--- src/verilog/cfeb_pkg.sv ---
`default_nettype none

package cfeb_pkg;

   ////////////////////////////////////////
   // board geometry
   ////////////////////////////////////////
   localparam int N_CH   = 16;            // channels per board
   localparam int N_GRP  = 6;             // time-multiplexed input groups
   localparam int SAMP_W = 12;            // one adc sample
   localparam int GRP_W  = N_CH * SAMP_W; // 192, all channels of one group
   localparam int SMAX_W = 7;             // sample counter / samp_max
   localparam int SEL_W  = 3;             // group select, counts 0..5
   localparam int ADR_W  = 4;             // wishbone channel address

   ////////////////////////////////////////
   // data types
   ////////////////////////////////////////
   typedef logic [GRP_W-1:0] group_word_t;   // ch0 in bits 11:0

   // g1 sits in the low bits
   typedef struct packed {
      group_word_t g6;
      group_word_t g5;
      group_word_t g4;
      group_word_t g3;
      group_word_t g2;
      group_word_t g1;
   } grp_bus_t;

   typedef struct packed {
      logic        en;     // common write enable, all fifos
      group_word_t data;   // one slice per channel
   } fifo_wr_t;

   typedef struct packed {
      logic             cyc;
      logic             stb;
      logic             we;    // writes are acked and ignored
      logic [ADR_W-1:0] adr;   // channel number
   } wb_req_t;

   typedef struct packed {
      logic              ack;
      logic [SAMP_W-1:0] dat;
   } wb_rsp_t;

   typedef enum logic {
      IDLE = 1'b0,   // waiting for aligned trigger
      LOAD = 1'b1    // stepping through groups
   } load_state_e;

endpackage

`default_nettype wire

--- src/verilog/wb_readout.sv ---
`timescale 1ns/100ps
`default_nettype none

module wb_readout (
   input  wire logic                      WRCLK,
   input  wire logic                      srst,
   input  wire cfeb_pkg::wb_req_t         req,       // classic wishbone request
   output cfeb_pkg::wb_rsp_t              rsp,
   input  wire cfeb_pkg::group_word_t     heads,     // all fifo head words
   input  wire logic [cfeb_pkg::N_CH-1:0] empties,
   output logic      [cfeb_pkg::N_CH-1:0] pop        // one-hot, ack cycle only
);
   import cfeb_pkg::*;

   logic              ack;
   logic              rd_ok;      // read of a channel holding data
   logic [SAMP_W-1:0] head_sel;   // addressed head word

   ////////////////////////////////////////
   // ack, one cycle after cyc & stb
   ////////////////////////////////////////
   always_ff @(posedge WRCLK or posedge srst) begin
      if (srst) begin
         ack <= 1'b0;
      end else begin
         ack <= req.cyc & req.stb & ~ack;   // never two in a row
      end
   end

   // master holds adr and we until ack
   assign head_sel = heads[req.adr * SAMP_W +: SAMP_W];
   assign rd_ok    = ack & ~req.we & ~empties[req.adr];

   assign rsp.ack = ack;
   assign rsp.dat = rd_ok ? head_sel : '0;   // empty channel reads zero

   ////////////////////////////////////////
   // pop decode
   ////////////////////////////////////////
   always_comb begin
      pop = '0;
      if (rd_ok) begin
         pop[req.adr] = 1'b1;   // head advances at end of ack
      end
   end

endmodule

`default_nettype wire

--- config.mk ---
export PLATFORM = sky130hd
export DESIGN_NAME = wb_readout
export DESIGN_NICKNAME = d
export VERILOG_FILES = /design/src/verilog/cfeb_pkg.sv /design/src/verilog/wb_readout.sv
export SDC_FILE = /design/constraint.sdc
export NUM_CORES = 1
export LEC_CHECK = 0
export BUFFER_PORTS_ARGS = -buffer_cell sky130_fd_sc_hd__buf_2
export CORE_AREA = 2 2 97 99
export DETAILED_ROUTE_END_ITERATION = 6
export DIE_AREA = 0 0 99 101
export SKIP_CTS_REPAIR_TIMING = 1
export SLEW_MARGIN = 20
export SYNTH_ARGS = -nofsm -noshare
export SYNTH_HDL_FRONTEND = slang
export SYNTH_SLANG_ARGS = --single-unit
export TNS_END_PERCENT = 100
--- constraint.sdc ---
create_clock -name WRCLK -period 3.7 [get_ports WRCLK]
set_input_delay 0.74 -clock WRCLK [delete_from_list [all_inputs] [get_ports WRCLK]]
set_output_delay 0.74 -clock WRCLK [all_outputs]
set_load 0.1 [all_outputs]
==> summary.md <==
| Metric | Value |
|---|---|
| Commonest non-fill, non-tap cell in the layout | buf_2 |
| Unique masters post-synth | 29 |
| Max transition margin | between 40% and 50% |
| Final setup fails | 0 |
| Max reg flops | 1 |
| Max-cap violations | 0 |
| Worst setup EP type | primary output |
| Crit path arrival time | about 2.6 ns |
| Biggest register | ack |
| CP Launch Type | input pin |
| Vias after detailed routing | ~2600 |
| Largest registers | ack x1 |
| Fraction of layout cells with a size suffix above 1 | about four fifths |
| Max Freq | 0.296 GHz |
| Gr usage total | about 18% |
| Total negative slack | 0 ns |
| Initial Util | 21.0% |
| Ys Warns | 0 |
| Grt ovf | 0 |
| Antenna violations before repair | 0 |
| Worst IR Drop VDD | between 0.07 and 0.08 mV |
| FF+latch area | 25.0 µm² |
| Net count after synthesis | about 380 |
| CTS clk-pin slew, worst paths | 0 ns |
| Post-Syn Instances | approximately 160 |
| Post-DRT Antenna Nets | 0 |
| Drt pass-1 iters | 5 |
| Worst slew pin tran | about 0.84 ns |
| Post-synthesis sequential area ratio | 1.33% |
| Post-DR wirelength/cell | a little under 20 µm |
| Clock Skew | 0 ns |
| Synth Register Bits | 1 |
| CP Class | input pin to primary output |
| Most frequent cells in the layout | 224 x buf_2, 50 x mux4_2, 36 x a22oi_1 |
| Largest net degree at the start of global routing | 33 |
| Outcome | complete, no violations |
| Nets | 612 |
| Core Box Area | 0.00898 mm² |
| Hold slack | ~0.5 ns |
| First-pass GRT wire length | between 10000 and 15000 µm |
| Die Y | between 100 and 150 µm |
| Number of global-route vias before repair | about 2800 |
| Vias per inst | roughly 5.2 |
| Power Density | 105 mW/mm² |
| Synth async-reset ratio | 100% |
| CP peak stage delay | between 0.4 and 0.5 ns |
| Gpl congestion | around 0.8 |
| PortBufs | roughly 250 |
| Antenna Cells | 0 |
| Synthesized area | ~0.0019 mm² |
| Ys flop type | dfrtp_1 |
| Die Width | ~99 µm |
| Crit path top cell by count | a22oi_1 |
| Final slew viol count | 0 |
| CP Data Required Time | 2.96 ns |
| Number of synthesized flops with an enable pin | 0 |
| Crit path max-delay cell type | buf_4 |
| Unrepaired setup endpoints after global routing | no |
| Crit share post-route | roughly 91% |
| Worst path cell trace | buf_2, buf_4, mux4_2, a22oi_1, a22oi_1, buf_12 |
| Initial drt markers | 66 |
| Clk_lat worst skew | 0 ns |
| Final wirelength | between 9000 and 10000 µm |
| Worst-path fanout max | 30 |
| IO Count | about 250 |
| Area of the multi-input gates | ~0.0018 mm² |
| DP Wirelength | 8550 µm |
| Final hold viol count | 0 |
| Fill count | 879 |
| Layout Area Growth over Synthesis | 88.5% |
| Leak Pwr | about 1.6 nW |
| Num rows | 35 |
| Syn_area_per_cell | 11.9 µm² |
| Die area | between 0.009 and 0.01 mm² |
| Tmin final | between 3 and 4 ns |
| Drc violations | 0 |
| Hold crit path type | flop to flop |
layout make-up:
| cell class | instances | area share [%] |
|---|---|---|
| inverter | 1 | 0.105 |
| multi-input combinational | 134 | 49.4 |
| sequential | 1 | 0.703 |
| tap | 111 | 3.90 |
| timing repair buffer | 257 | 45.9 |
cell families (layout without fill, tap and decap cells):
group / Yosys count / after routing / synth area share, %
compound gates: 41 / 41 / 16.6
flops: 1 / 1 / 1.33
buf+inv: 23 / 258 / 7.75
simple gates: 36 / 36 / 10.7
mux: 57 / 57 / 63.6
worst paths after layout:
kind / startpoint / endpoint / slack, ns / depth (start not counted)
max: req[1] / rsp[5] / 0.32 / 6
min: ack / ack / 0.51 / 1
max reg2reg: ack / ack / 3.10 / 1
min reg2reg: ack / ack / 0.51 / 1
max in group asynchronous: srst / ack / 3.03 / 2
min in group asynchronous: srst / ack / 0.58 / 2
report_power, final:
group,switching (mW),total (mW),internal (mW)
combinational,0.156,0.361,0.206
sequential,0.000813,0.0125,0.0117
clock,0,0,0
total,0.156,0.374,0.217
synth_stat cells (all sizes together), types with 2 or more instances:
library cell	count	area [µm²]
nor2b	4	25.0
buf	20	135
nand2	5	18.8
clkbuf	2	7.51
nand2b	4	25.0
mux2	3	33.8
mux4	50	1130
a22oi	36	270
mux2i	4	40.0
nor2	11	41.3
nor3	3	20.0
nor4b	2	17.5
worst max-delay path: cells and delay by family:
| family | cells | cell delay [ns] |
|---|---|---|
| AO/OA/AOI/OAI | 2 | 0.60 |
| buffers and inverters | 3 | 0.91 |
| multiplexers | 1 | 0.37 |
metal layers:
layer,up-vias,global-route usage (%),part of all wire (%)
li1,1176,-,-
met1,1255,21.0,35
met2,161,35.9,54
met3,6,3.61,10
met4,0,0.738,0.49
met5,-,0,0
stage by stage:
stage          utilization (%)  total power [mW]  std cells  setup WS (ns)  cell area, µm²
4_1_cts                   39.6             0.380        504          0.258            3560
5_1_grt                   39.6             0.405        504          0.140            3560
3_5_place_dp              39.6             0.378        504          0.272            3560
3_3_place_gp              39.6             0.372        504          0.269            3560
6_report                  39.6             0.374        504          0.319            3560
2_1_floorplan                -             0.216        158         -0.198            1930
Power figures use the tool's default switching activity.
