==> src/verilog/cfeb_pkg.sv <==
`default_nettype none

package cfeb_pkg;

   ////////////////////////////////////////
   // board geometry
   ////////////////////////////////////////
   localparam int N_CH   = 16;            // channels per board
   localparam int N_GRP  = 6;             // time-multiplexed input groups
   localparam int SAMP_W = 12;            // one adc sample
   localparam int GRP_W  = N_CH * SAMP_W; // 192, all channels of one group
   localparam int SMAX_W = 7;             // sample counter / samp_max
   localparam int SEL_W  = 3;             // group select, counts 0..5
   localparam int ADR_W  = 4;             // wishbone channel address

   ////////////////////////////////////////
   // data types
   ////////////////////////////////////////
   typedef logic [GRP_W-1:0] group_word_t;   // ch0 in bits 11:0

   // g1 sits in the low bits
   typedef struct packed {
      group_word_t g6;
      group_word_t g5;
      group_word_t g4;
      group_word_t g3;
      group_word_t g2;
      group_word_t g1;
   } grp_bus_t;

   typedef struct packed {
      logic        en;     // common write enable, all fifos
      group_word_t data;   // one slice per channel
   } fifo_wr_t;

   typedef struct packed {
      logic             cyc;
      logic             stb;
      logic             we;    // writes are acked and ignored
      logic [ADR_W-1:0] adr;   // channel number
   } wb_req_t;

   typedef struct packed {
      logic              ack;
      logic [SAMP_W-1:0] dat;
   } wb_rsp_t;

   typedef enum logic {
      IDLE = 1'b0,   // waiting for aligned trigger
      LOAD = 1'b1    // stepping through groups
   } load_state_e;

endpackage

`default_nettype wire

==> src/verilog/load_sequencer.sv <==
`timescale 1ns/100ps
`default_nettype none

module load_sequencer (
   input  wire logic                        WRCLK,
   input  wire logic                        srst,
   input  wire logic                        start,      // aligned trigger
   input  wire logic [cfeb_pkg::SMAX_W-1:0] samp_max,   // samples per event
   input  wire cfeb_pkg::grp_bus_t          grp,        // six group words
   output cfeb_pkg::fifo_wr_t               wr,         // to every channel fifo
   output logic                             busy        // capture in progress
);
   import cfeb_pkg::*;

   load_state_e       state;
   logic [SEL_W-1:0]  sel;         // current group, 0..N_GRP-1
   logic [SMAX_W-1:0] sample;      // samples finished so far
   logic              grp_last;    // last group of this sample
   logic              samp_last;   // this is the final sample
   group_word_t       muxout;      // selected group word

   assign grp_last = (sel == SEL_W'(N_GRP - 1));

   // one extra bit so the compare never wraps
   assign samp_last = ({1'b0, sample} + 1'b1) >= {1'b0, samp_max};

   ////////////////////////////////////////
   // load fsm and counters
   ////////////////////////////////////////
   always_ff @(posedge WRCLK or posedge srst) begin
      if (srst) begin
         state  <= IDLE;
         sel    <= '0;
         sample <= '0;
      end else begin
         case (state)
            IDLE: begin
               sel    <= '0;   // counters held clear
               sample <= '0;
               if (start) begin
                  state <= LOAD;
               end
            end
            LOAD: begin                     // start ignored here
               if (grp_last) begin
                  sel    <= '0;
                  sample <= sample + 1'b1;  // next sample after g6
                  if (samp_last) begin
                     state <= IDLE;         // samp_max * 6 writes done
                  end
               end else begin
                  sel <= sel + 1'b1;
               end
            end
            default: begin
               state <= IDLE;
            end
         endcase
      end
   end

   ////////////////////////////////////////
   // group multiplexer
   ////////////////////////////////////////
   always_comb begin
      case (sel)
         3'd0:    muxout = grp.g1;
         3'd1:    muxout = grp.g2;
         3'd2:    muxout = grp.g3;
         3'd3:    muxout = grp.g4;
         3'd4:    muxout = grp.g5;
         3'd5:    muxout = grp.g6;
         default: muxout = '0;   // unused codes
      endcase
   end

   // write every cycle spent in LOAD
   assign wr.en   = (state == LOAD);
   assign wr.data = muxout;
   assign busy    = (state == LOAD);

endmodule

`default_nettype wire

==> config.mk <==
export PLATFORM = sky130hd
export DESIGN_NAME = load_sequencer
export DESIGN_NICKNAME = d
export VERILOG_FILES = /design/src/verilog/cfeb_pkg.sv /design/src/verilog/load_sequencer.sv
export SDC_FILE = /design/constraint.sdc
export NUM_CORES = 1
export LEC_CHECK = 0
export BUFFER_PORTS_ARGS = -buffer_cell sky130_fd_sc_hd__buf_4
export CORE_AREA = 10 10 518 520
export DETAILED_ROUTE_END_ITERATION = 10
export DIE_AREA = 0 0 528 530
export SYNTH_ARGS = -nofsm -noshare
export SYNTH_HDL_FRONTEND = slang
export SYNTH_SLANG_ARGS = --single-unit
==> constraint.sdc <==
create_clock -name WRCLK -period 2.39 [get_ports WRCLK]
set_input_delay 0.478 -clock WRCLK [delete_from_list [all_inputs] [get_ports WRCLK]]
set_output_delay 0.478 -clock WRCLK [all_outputs]
set_load 0.02 [all_outputs]
==> impl_metrics.yaml <==
finish:
  final_core_util_pct: 10.8
  final_nets: 3726
  stdcell_count: 6052
  layout_common_cells: "buf_4 (1349), a22oi_1 (336), a22oi_2 (240)"
  layout_commonest_cell: "buf_4"
  area_growth_syn_to_layout_pct: 318
  design_area_um2: 27800
  drive_above_1_share_pct: 78.5
setup_path:
  timing.reg2reg.setup_slack_ns: 0.50
  cp-endpoint: "wr[86]"
  critical_path_class: "reg2out"
  path_cells: "nor2b_2, and2_4, buf_4, clkbuf_16, a22oi_2, nand3_2, buf_6"
  slowest_delay_ns: 0.54
  worstPathArrival_ns: 2.50
  reg2reg_to: "busy"
  worst_r2r_path_depth: 7
  cp-end-kind: "primary output"
  cpMaxStageDelayCell: "a22oi_2"
  startpoint: "sel[1]"
  r2r_start: "sample[0]"
  cp_max_fo: 10
  crit_required_ns: 1.91
  startpoint_type: "register"
route:
  initialDrtViolationCount: 1773
  detail_route.drc_violations: 0
  via_per_inst: 3.25
  antenna_left: 0
  dr.pass1.iters: 6
  wl_um: 293000
  post_drt_wl_per_cell_um: 48.5
  vias: 19668
cts:
  ctsHoldBuffers: 0
  path_clk_slew_ns: 0.05
  cts_tree: "built"
  clock-sinks: 11
  cts_buffers: 3
  htree_levels: 1
  insertion_delay_ns: 0.25
  root_buffer: "clkbuf_16"
  clk_path_buf_depth: 2
synth:
  ys_types: 32
  synth_area_per_cell_um2: 6.78
  synth-edff-count: 0
  mappedNetlistNets: 2152
  synth_flop_cell: "dfrtp_1"
  ys_ff_latch: 11
  ys_seq_area_share_pct: 4.14
  synthArstFlopShare_pct: 100
  synth_area_um2: 6650
  yosys_warnings: 0
  netlist_instances: 981
sta:
  fin_skew_ns: 0.000965
  hold_viol_final: 0
  post-route-min-period_ns: 2.97
  tightest_slew_ns: 0.793
  setup_viol: 192
  rsz0062_at_grt: "true"
  finalWorstSetupSlack_ns: -0.585
  fmax_mhz: 336
  tns_ns: -68.85
  drv_slew: 0
  whs_ns: 0.285
  fin_crit_sh_pct: 124
  relSlewSlack_pct: 47.1
floorplanning:
  core_region_area_um2: 258000
  fp-row-count: 187
  io_pins: 1356
  initial_utilization_pct: 2.58
  die_area_um2: 280000
  die_h_um: 530
  dieWidth_um: 528
grt:
  grt_pass1_vias: 18517
  grt_remaining_overflow: 0
  grt.met1_usage_pct: 21.6
  grt_max_degree: 29
  grt_antenna_before_repair: 358
  grtUsageTotal_pct: 19.6
  busiest_layer: "met2"
  grt_pass1_wl_um: 332000
  grt_util_met3_pct: 12.4
  grtUsageMet2_pct: 31.2
placement:
  dp_slack_ns: -0.820
  place_congestion: 0.983
  place_inst: 5772
  dpl_cell_area_um2: 22400
  hpwl_um: 265000
  port_buffers: 1355
flow_run:
  max_cap_violations: 0
pwr:
  p_sw_mw: 22.2
  clockPowerShare_pct: 0.9
  p_leak_nw: 11.5
  switching_share_pct: 57.6
  p_int_mw: 16.3
  cellPowerDensity_nw_per_um2: 1390
  ir_worst_vdd_mv: 0.634
  comb_power_share_pct: 98.3
  pwr-share-seq_pct: 0.9
  total_power_mw: 38.5
outcome:
  violations: "negative setup slack"
  status: "finished, violations left"
hold_path:
  hold_path_class: "in2async"
==> critical path: cells and delay by family, from the launching register on <==
kind / cells / cell delay [ns]
simple gates: 3 / 0.62
buf+inv: 3 / 0.60
compound gates: 1 / 0.54
flops: 1 / 0.44
==> sequential cells by signal (all words and copies together) (netlist names) <==
register	flops
sample	7
busy	1
sel	3
==> synthesized netlist by cell type, drive strengths merged, types with 2 or more instances <==
master | number | share of area (%)
a21boi | 2 | 0.23
a22oi | 576 | 65
and2 | 7 | 0.66
and3 | 2 | 0.19
buf | 89 | 6.6
clkbuf | 42 | 2.4
dfrtp | 11 | 4.1
ha | 9 | 1.7
inv | 8 | 0.45
nand2 | 7 | 0.40
nand3 | 195 | 15
nor2 | 2 | 0.11
nor2b | 2 | 0.19
nor3 | 3 | 0.23
nor3b | 2 | 0.30
o21ai | 3 | 0.23
xnor2 | 6 | 0.79
xor2 | 4 | 0.53
==> final cells by class <==
type                            count  area (µm²)
Fill cell                       30128      231000
Timing Repair Buffer             1700       15600
Multi-Input combinational cell    831        7260
Tap cell                         3402        4260
Sequential cell                    11         279
Antenna cell                       96         240
Clock buffer                        3        75.1
Inverter                            8        32.5
Clock inverter                      1        5.00
==> how the worst min path moves through the flow <==
stage | startpoint | endpoint | slack [ns] | cells after the start
floorplan | srst | busy | 0.33 | 1
global route | srst | sample[3] | 0.31 | 2
detailed placement | sample[1] | sample[1] | 0.55 | 2
finish | srst | sample[0] | 0.29 | 2
CTS | srst | sample[3] | 0.29 | 2
global placement | sample[1] | sample[1] | 0.54 | 2
==> metal layers <==
layer | share of wire, % | vias up
met5 | 0.66 | -
met4 | 4.8 | 302
met3 | 14 | 723
met2 | 43 | 1920
met1 | 37 | 9210
li1 | - | 7513
==> power by group through the flow <==
stage          clock [mW]  combinational (mW)  sequential, mW
6_report            0.330                37.8           0.337
3_3_place_gp            0                28.7           0.324
4_1_cts             0.341                36.9           0.329
5_1_grt             0.354                38.9           0.344
3_5_place_dp            0                28.8           0.327
2_1_floorplan           0                10.1           0.300
==> cell families (layout without fill, tap and decap cells) <==
family / count (synthesis) / count (layout) / share of synthesized area, %
flip-flops: 11 / 11 / 4.14
XOR/XNOR: 10 / 10 / 1.32
adder cells (fa/ha/maj): 9 / 9 / 1.69
other: 0 / 96 / 0
AO/OA/AOI/OAI: 586 / 586 / 66.0
AND/OR/NAND/NOR: 226 / 226 / 17.4
buffers and inverters: 139 / 1712 / 9.42
==> what timing repair did <==
action,CTS,global route
pin swaps,152,60
setup buffers,138,22
setup endpoints to repair,191,192
gates resized for setup,581,106
cloned,24,5
No activity file was read; power rests on OpenSTA's default activity.
