## src/verilog/trigger_align.sv

```systemverilog
`timescale 1ns/100ps
`default_nettype none

module trigger_align (
   input  wire logic WRCLK,
   input  wire logic srst,
   input  wire logic l1a_match,   // raw trigger match
   input  wire logic smpclk,      // sample clock, async to WRCLK
   output logic      start        // one-shot per aligned trigger
);

   logic l1a_d1;        // trigger delayed one clock
   logic smp_s1;        // sync stage 1
   logic smp_s2;        // sync stage 2
   logic stretch_l1a;   // trigger held for two cycles
   logic phase_ok;      // sample clock low, raw and synced

   assign stretch_l1a = l1a_match | l1a_d1;
   assign phase_ok    = ~smpclk & ~smp_s2;   // both views must agree

   ////////////////////////////////////////
   // stretch, sync and start register
   ////////////////////////////////////////
   always_ff @(posedge WRCLK or posedge srst) begin
      if (srst) begin
         l1a_d1 <= 1'b0;
         smp_s1 <= 1'b0;
         smp_s2 <= 1'b0;
         start  <= 1'b0;
      end else begin
         l1a_d1 <= l1a_match;
         smp_s1 <= smpclk;                   // metastability stage
         smp_s2 <= smp_s1;
         start  <= stretch_l1a & phase_ok;   // aligned to low phase
      end
   end

endmodule

`default_nettype wire

```

## config.mk

```make
export PLATFORM = sky130hd
export DESIGN_NAME = trigger_align
export DESIGN_NICKNAME = d
export VERILOG_FILES = /design/src/verilog/trigger_align.sv
export SDC_FILE = /design/constraint.sdc
export NUM_CORES = 1
export LEC_CHECK = 0
export BUFFER_PORTS_ARGS = -buffer_cell sky130_fd_sc_hd__buf_2
export CORE_AREA = 2 2 39 41
export DETAILED_ROUTE_END_ITERATION = 7
export DIE_AREA = 0 0 41 43
export HOLD_SLACK_MARGIN = 0.03
export PLACE_DENSITY_LB_ADDON = 0.12
export SYNTH_ARGS = -nofsm -noshare
export SYNTH_HDL_FRONTEND = slang
export SYNTH_SLANG_ARGS = --single-unit
```

## constraint.sdc

```tcl
create_clock -name WRCLK -period 1 [get_ports WRCLK]
set_clock_uncertainty 0.1 [all_clocks]
set_input_delay 0.05 -clock WRCLK [delete_from_list [all_inputs] [get_ports WRCLK]]
set_output_delay 0.05 -clock WRCLK [all_outputs]
set_load 0.1 [all_outputs]
```

==> impl_metrics.tcl, run 1 <==
set metrics [dict create \
    status "completed" \
    max_freq_mhz 1038 \
    synth_cell_types 4 \
    required_ps 850 \
    ys_seq_elements 4 \
    drt_wl_total_um 233 \
    cts_made_buffers 3 \
    clk_pin_slew_ps 50 \
    slowest_stage "dfrtp_2" \
    cellPowerDensity_mw_per_mm2 1934 \
    worstHoldPathType "in -> async" \
    setup_viol 0 \
    cts_setup_buffers 0 \
    h-tree-depth 1 \
    p_leak_uw 0.0001037 \
    final_util 0.1664 \
    r2r-start "l1a_d1" \
    ant_nets 0 \
    vdd_drop_max_uv 488.7 \
    yosysWarnings 0 \
    wl_per_cell_um 6.853 \
    relSlewSlack 0.9009 \
    rsz0062_at_grt "no" \
    via_count 92 \
    num_rows 14 \
    critPathLaunchType "flop" \
    max_stage_delay_ps 410 \
    synth_top_area_share 0.8511 \
    worstMarginPinSlew_ps 148.5 \
    clock-root-buffer "clkbuf_4" \
    fin_hold_ws_ps 122.0 \
    crit_arrival_ps 810 \
    syn_area_um2 117.6 \
    fin_area_um2 230.2 \
    worst_setup_path_end_kind "output port" \
    crit_chain "buf_12" \
    drive_above_1_share 0.5000 \
    syn2layout_area_growth_pct 95.74 \
    final.period_utilization 0.9638 \
    critPathBufInv 1 \
    clk_latency_ps 240 \
    track_usage 0.04532 \
    cap_violations 0 \
    fp.dieW_um 41 \
    viasPerCell 2.706 \
    drc 0 \
    dp_slack_ps 269.7 \
    rr_endpoint "start" \
    grt_pass1_vias 100 \
    antenna_found_initial 0 \
    ff2ff_path_depth 2 \
    drt-initial-drc-count 4 \
    cts.sinks 4 \
    firstDrtPassIters 2 \
    place_area_um2 173.9 \
    antennaDiodeCount 0 \
    finalSetupTns_ps 0 \
    synthTopCellsByArea "dfrtp_1 85%, nor3_2 8.5%, inv_1 3.2%" \
    core_mm2 0.001384 \
    cts_tree "yes" \
    crit_type "reg -> out" \
    period_needed_ps 963.8 \
    io_buffers 4 \
    yosysTopAreaCell "dfrtp_1" \
    path_delay_family "flip-flops" \
    slew_viol_final 0 \
    ios 5 \
    hold_viol 0 \
    synth_seq_area_share 0.8511 \
    path_depth 1 \
    syn_area_per_cell_um2 16.80 \
    gr-total-overflow 0 \
    reg2reg_setup_slack_ps 250 \
    critPathMaxFanout 1 \
    final_nets 23 \
    grt_start_max_net_pins 5 \
    place.gp.congestion 0.5337 \
    dieHeight_um 43 \
    start_util 0.08499 \
    syn_inst 7 \
    crit_start "start" \
    setup_ws_ps 36.17 \
    clockBufferDepth 2 \
    die_area_mm2 0.001763 \
    synth_fp_nets 11 \
    grt_pass1_wl_um 414 \
]
[repair_timing]
item                      CTS  global route
hold buffers                3             0
hold endpoints to repair    7             0
gates resized for setup     0             0
[how the worst max path moves through the flow]
stage / end / slack, ps
3_3_place_gp: start / 250
5_1_grt: start / 8
2_1_floorplan: start / 200
6_report: start / 40
4_1_cts: start / 20
3_5_place_dp: start / 270
[cell families (layout without fill, tap and decap cells)]
family,count (synthesis),count (layout),share of synthesized area
buffers and inverters,1,12,0.03188
flip-flops,4,4,0.8511
AND/OR/NAND/NOR,2,2,0.1170
[per-layer routing]
metal / vias up / wire length, um / global-route usage
met2: 7 / 116 / 0.04688
li1: 43 / - / -
met5: - / 0 / 0
met1: 42 / 84 / 0.03896
met4: 0 / 0 / 0.06000
met3: 0 / 32 / 0.04712
[through the flow]
stage          total power (uW)  cells
6_report                  445.2     34
5_1_grt                   478.9     34
4_1_cts                   457.3     34
3_5_place_dp              215.7     27
3_3_place_gp              215.7     27
2_1_floorplan             196.5      7
[registers in the layout (all words and copies together) (netlist names)]
register and flops:
l1a_d1 1, smp_s1 1, smp_s2 1, start 1
[placed cells by master, fill, tap and decap left out]
| cell type | n |
|---|---|
| dlygate4sd3_1 | 3 |
| nor2_1 | 1 |
| clkbuf_1 | 1 |
| nor3_2 | 1 |
| dfrtp_1 | 3 |
| clkbuf_4 | 3 |
| inv_1 | 1 |
| buf_2 | 3 |
| buf_12 | 1 |
| dfrtp_2 | 1 |
[worst min-delay path, cell delays in order]
cell and delay, ps:
dlygate4sd3_1 530, buf_2 110, inv_1 120
[cell type report]
type,count,area (um2)
fillers,157,1154
flip-flops and latches,4,101.3
repair buffers,7,65.06
clock buffers,4,26.28
well taps,16,20.02
multi-input cells,2,13.76
inverters,1,3.754
[synthesized netlist by cell type (all sizes together)]
master,count
dfrtp,4
nor2,1
inv,1
nor3,1
[report_power, final]
| group | total [uW] | switching (uW) | internal (uW) |
|---|---|---|---|
| Sequential | 175 | 3.61 | 171 |
| Clock | 223 | 73.3 | 150 |
| Combinational | 46.9 | 25.1 | 21.8 |
| Total | 445 | 102 | 343 |
Power figures use the tool's default switching activity.
==> run 2: changes to the inputs <==
==> constraint.sdc (replaced) <==
create_clock -name WRCLK -period 1.1 [get_ports WRCLK]
set_clock_uncertainty 0.1 [all_clocks]
set_input_delay 0.055 -clock WRCLK [delete_from_list [all_inputs] [get_ports WRCLK]]
set_output_delay 0.055 -clock WRCLK [all_outputs]
set_load 0.1 [all_outputs]
==> impl_metrics.tcl, run 2 (synthesis results as in run 1) <==
set metrics [dict create \
    status "completed" \
    drt_wl_total_um 200 \
    rsz0062_at_grt "no" \
    dp.cells 27 \
    period_needed_ps 950.8 \
    antenna_found_initial 0 \
    cts_tree "yes" \
    drt-initial-drc-count 1 \
    cap_violations 0 \
    max_freq_mhz 1052 \
    critPathLaunchType "flop" \
    worstHoldPathType "in -> async" \
    die_area_mm2 0.001763 \
    viasPerCell 2.455 \
    h-tree-depth 1 \
    worstMarginPinSlew_ps 151.7 \
    antennaDiodeCount 0 \
    via_count 81 \
    gr-total-overflow 0 \
    place.gp.congestion 0.5515 \
    cts_setup_buffers 0 \
    place_area_um2 172.7 \
    syn2layout_area_growth_pct 91.49 \
    p_leak_uw 0.0001040 \
    reg2reg_setup_slack_ps 360 \
    firstDrtPassIters 2 \
    cts.sinks 4 \
    fp.dieW_um 41 \
    drive_above_1_share 0.4706 \
    final.period_utilization 0.8644 \
    critPathMaxFanout 1 \
    hold_viol 0 \
    cellPowerDensity_mw_per_mm2 1688 \
    clock-root-buffer "clkbuf_4" \
    io_buffers 4 \
    met2_usage 0.009375 \
    ant_nets 0 \
    use_met3 0.09424 \
    final_common_cell "dfrtp_1" \
    setup_viol 0 \
    fin_cells 33 \
    busiest_layer "met3" \
    clk_latency_ps 240 \
    slowest_stage "dfrtp_1" \
    grt_pass1_wl_um 282 \
    wl_per_cell_um 6.061 \
    dieHeight_um 43 \
    crit_chain "buf_12" \
    crit_type "reg -> out" \
    clockBufferDepth 2 \
    relSlewSlack 0.8988 \
    slew_viol_final 0 \
    finalSetupTns_ps 0 \
    grt_pass1_vias 66 \
    grt_use_met1 0.04221 \
    final_cell_mix "4 x dfrtp_1, 3 x clkbuf_4, 3 x dlygate4sd3_1, 3 x buf_2" \
    max_stage_delay_ps 390 \
    start_util 0.08499 \
    required_ps 940 \
    crit_arrival_ps 800 \
    num-fill-cells 148 \
    drc 0 \
    fin_area_um2 225.2 \
    num_rows 14 \
    cts_made_buffers 3 \
    track_usage 0.03726 \
    final_nets 23 \
    path_delay_family "flip-flops" \
    ios 5 \
    critPathBufInv 1 \
    core_mm2 0.001384 \
    worst_setup_path_end_kind "output port" \
    vdd_drop_max_uv 584.6 \
    clk_pin_slew_ps 40 \
    grt_start_max_net_pins 5 \
]
==> run 2: metal layers <==
| layer | up-vias | routed length, um |
|---|---|---|
| met1 | 32 | 97 |
| met3 | 0 | 55 |
| li1 | 41 | - |
| met2 | 8 | 47 |
| met5 | - | 0 |
| met4 | 0 | 0 |
==> run 2: layout make-up <==
class / count / area (um2) / share of cell area
sequential: 4 / 100.1 / 0.4444
timing repair buffer: 7 / 65.06 / 0.2889
clock buffer: 3 / 22.52 / 0.1000
tap: 16 / 20.02 / 0.08889
multi-input combinational: 2 / 13.76 / 0.06111
inverter: 1 / 3.754 / 0.01667
==> run 2: repair_timing <==
item	in CTS	in global routing
hold buffers	3	0
hold endpoints to repair	7	0
gates resized for setup	0	0
==> run 2: metrics by stage <==
stage          total power, uW  worst slack (ps)  hold slack, ps    util
2_1_floorplan            178.2             61.75          -278.9       -
3_3_place_gp             195.0             352.9          -158.7  0.1248
3_5_place_dp             195.2             360.7          -157.0  0.1248
4_1_cts                  390.4             138.5           143.3  0.1627
5_1_grt                  413.4             119.4           149.4  0.1627
6_report                 380.2             149.2           139.4  0.1627
==> run 2: worst paths after layout <==
kind                        start  endpoint  cells past startpoint
max in group asynchronous    srst    smp_s1                      3
min                          srst    l1a_d1                      3
max reg2reg                l1a_d1     start                      2
min in group WRCLK         smp_s1    smp_s2                      0
max                         start     start                      1
min reg2reg                smp_s1    smp_s2                      0
==> run 2: power breakdown <==
group          switching, uW  total (uW)  internal [uW]
sequential              3.33         159            156
combinational           22.4        42.2           19.8
clock                   57.3         179            122
total                   83.1         380            297
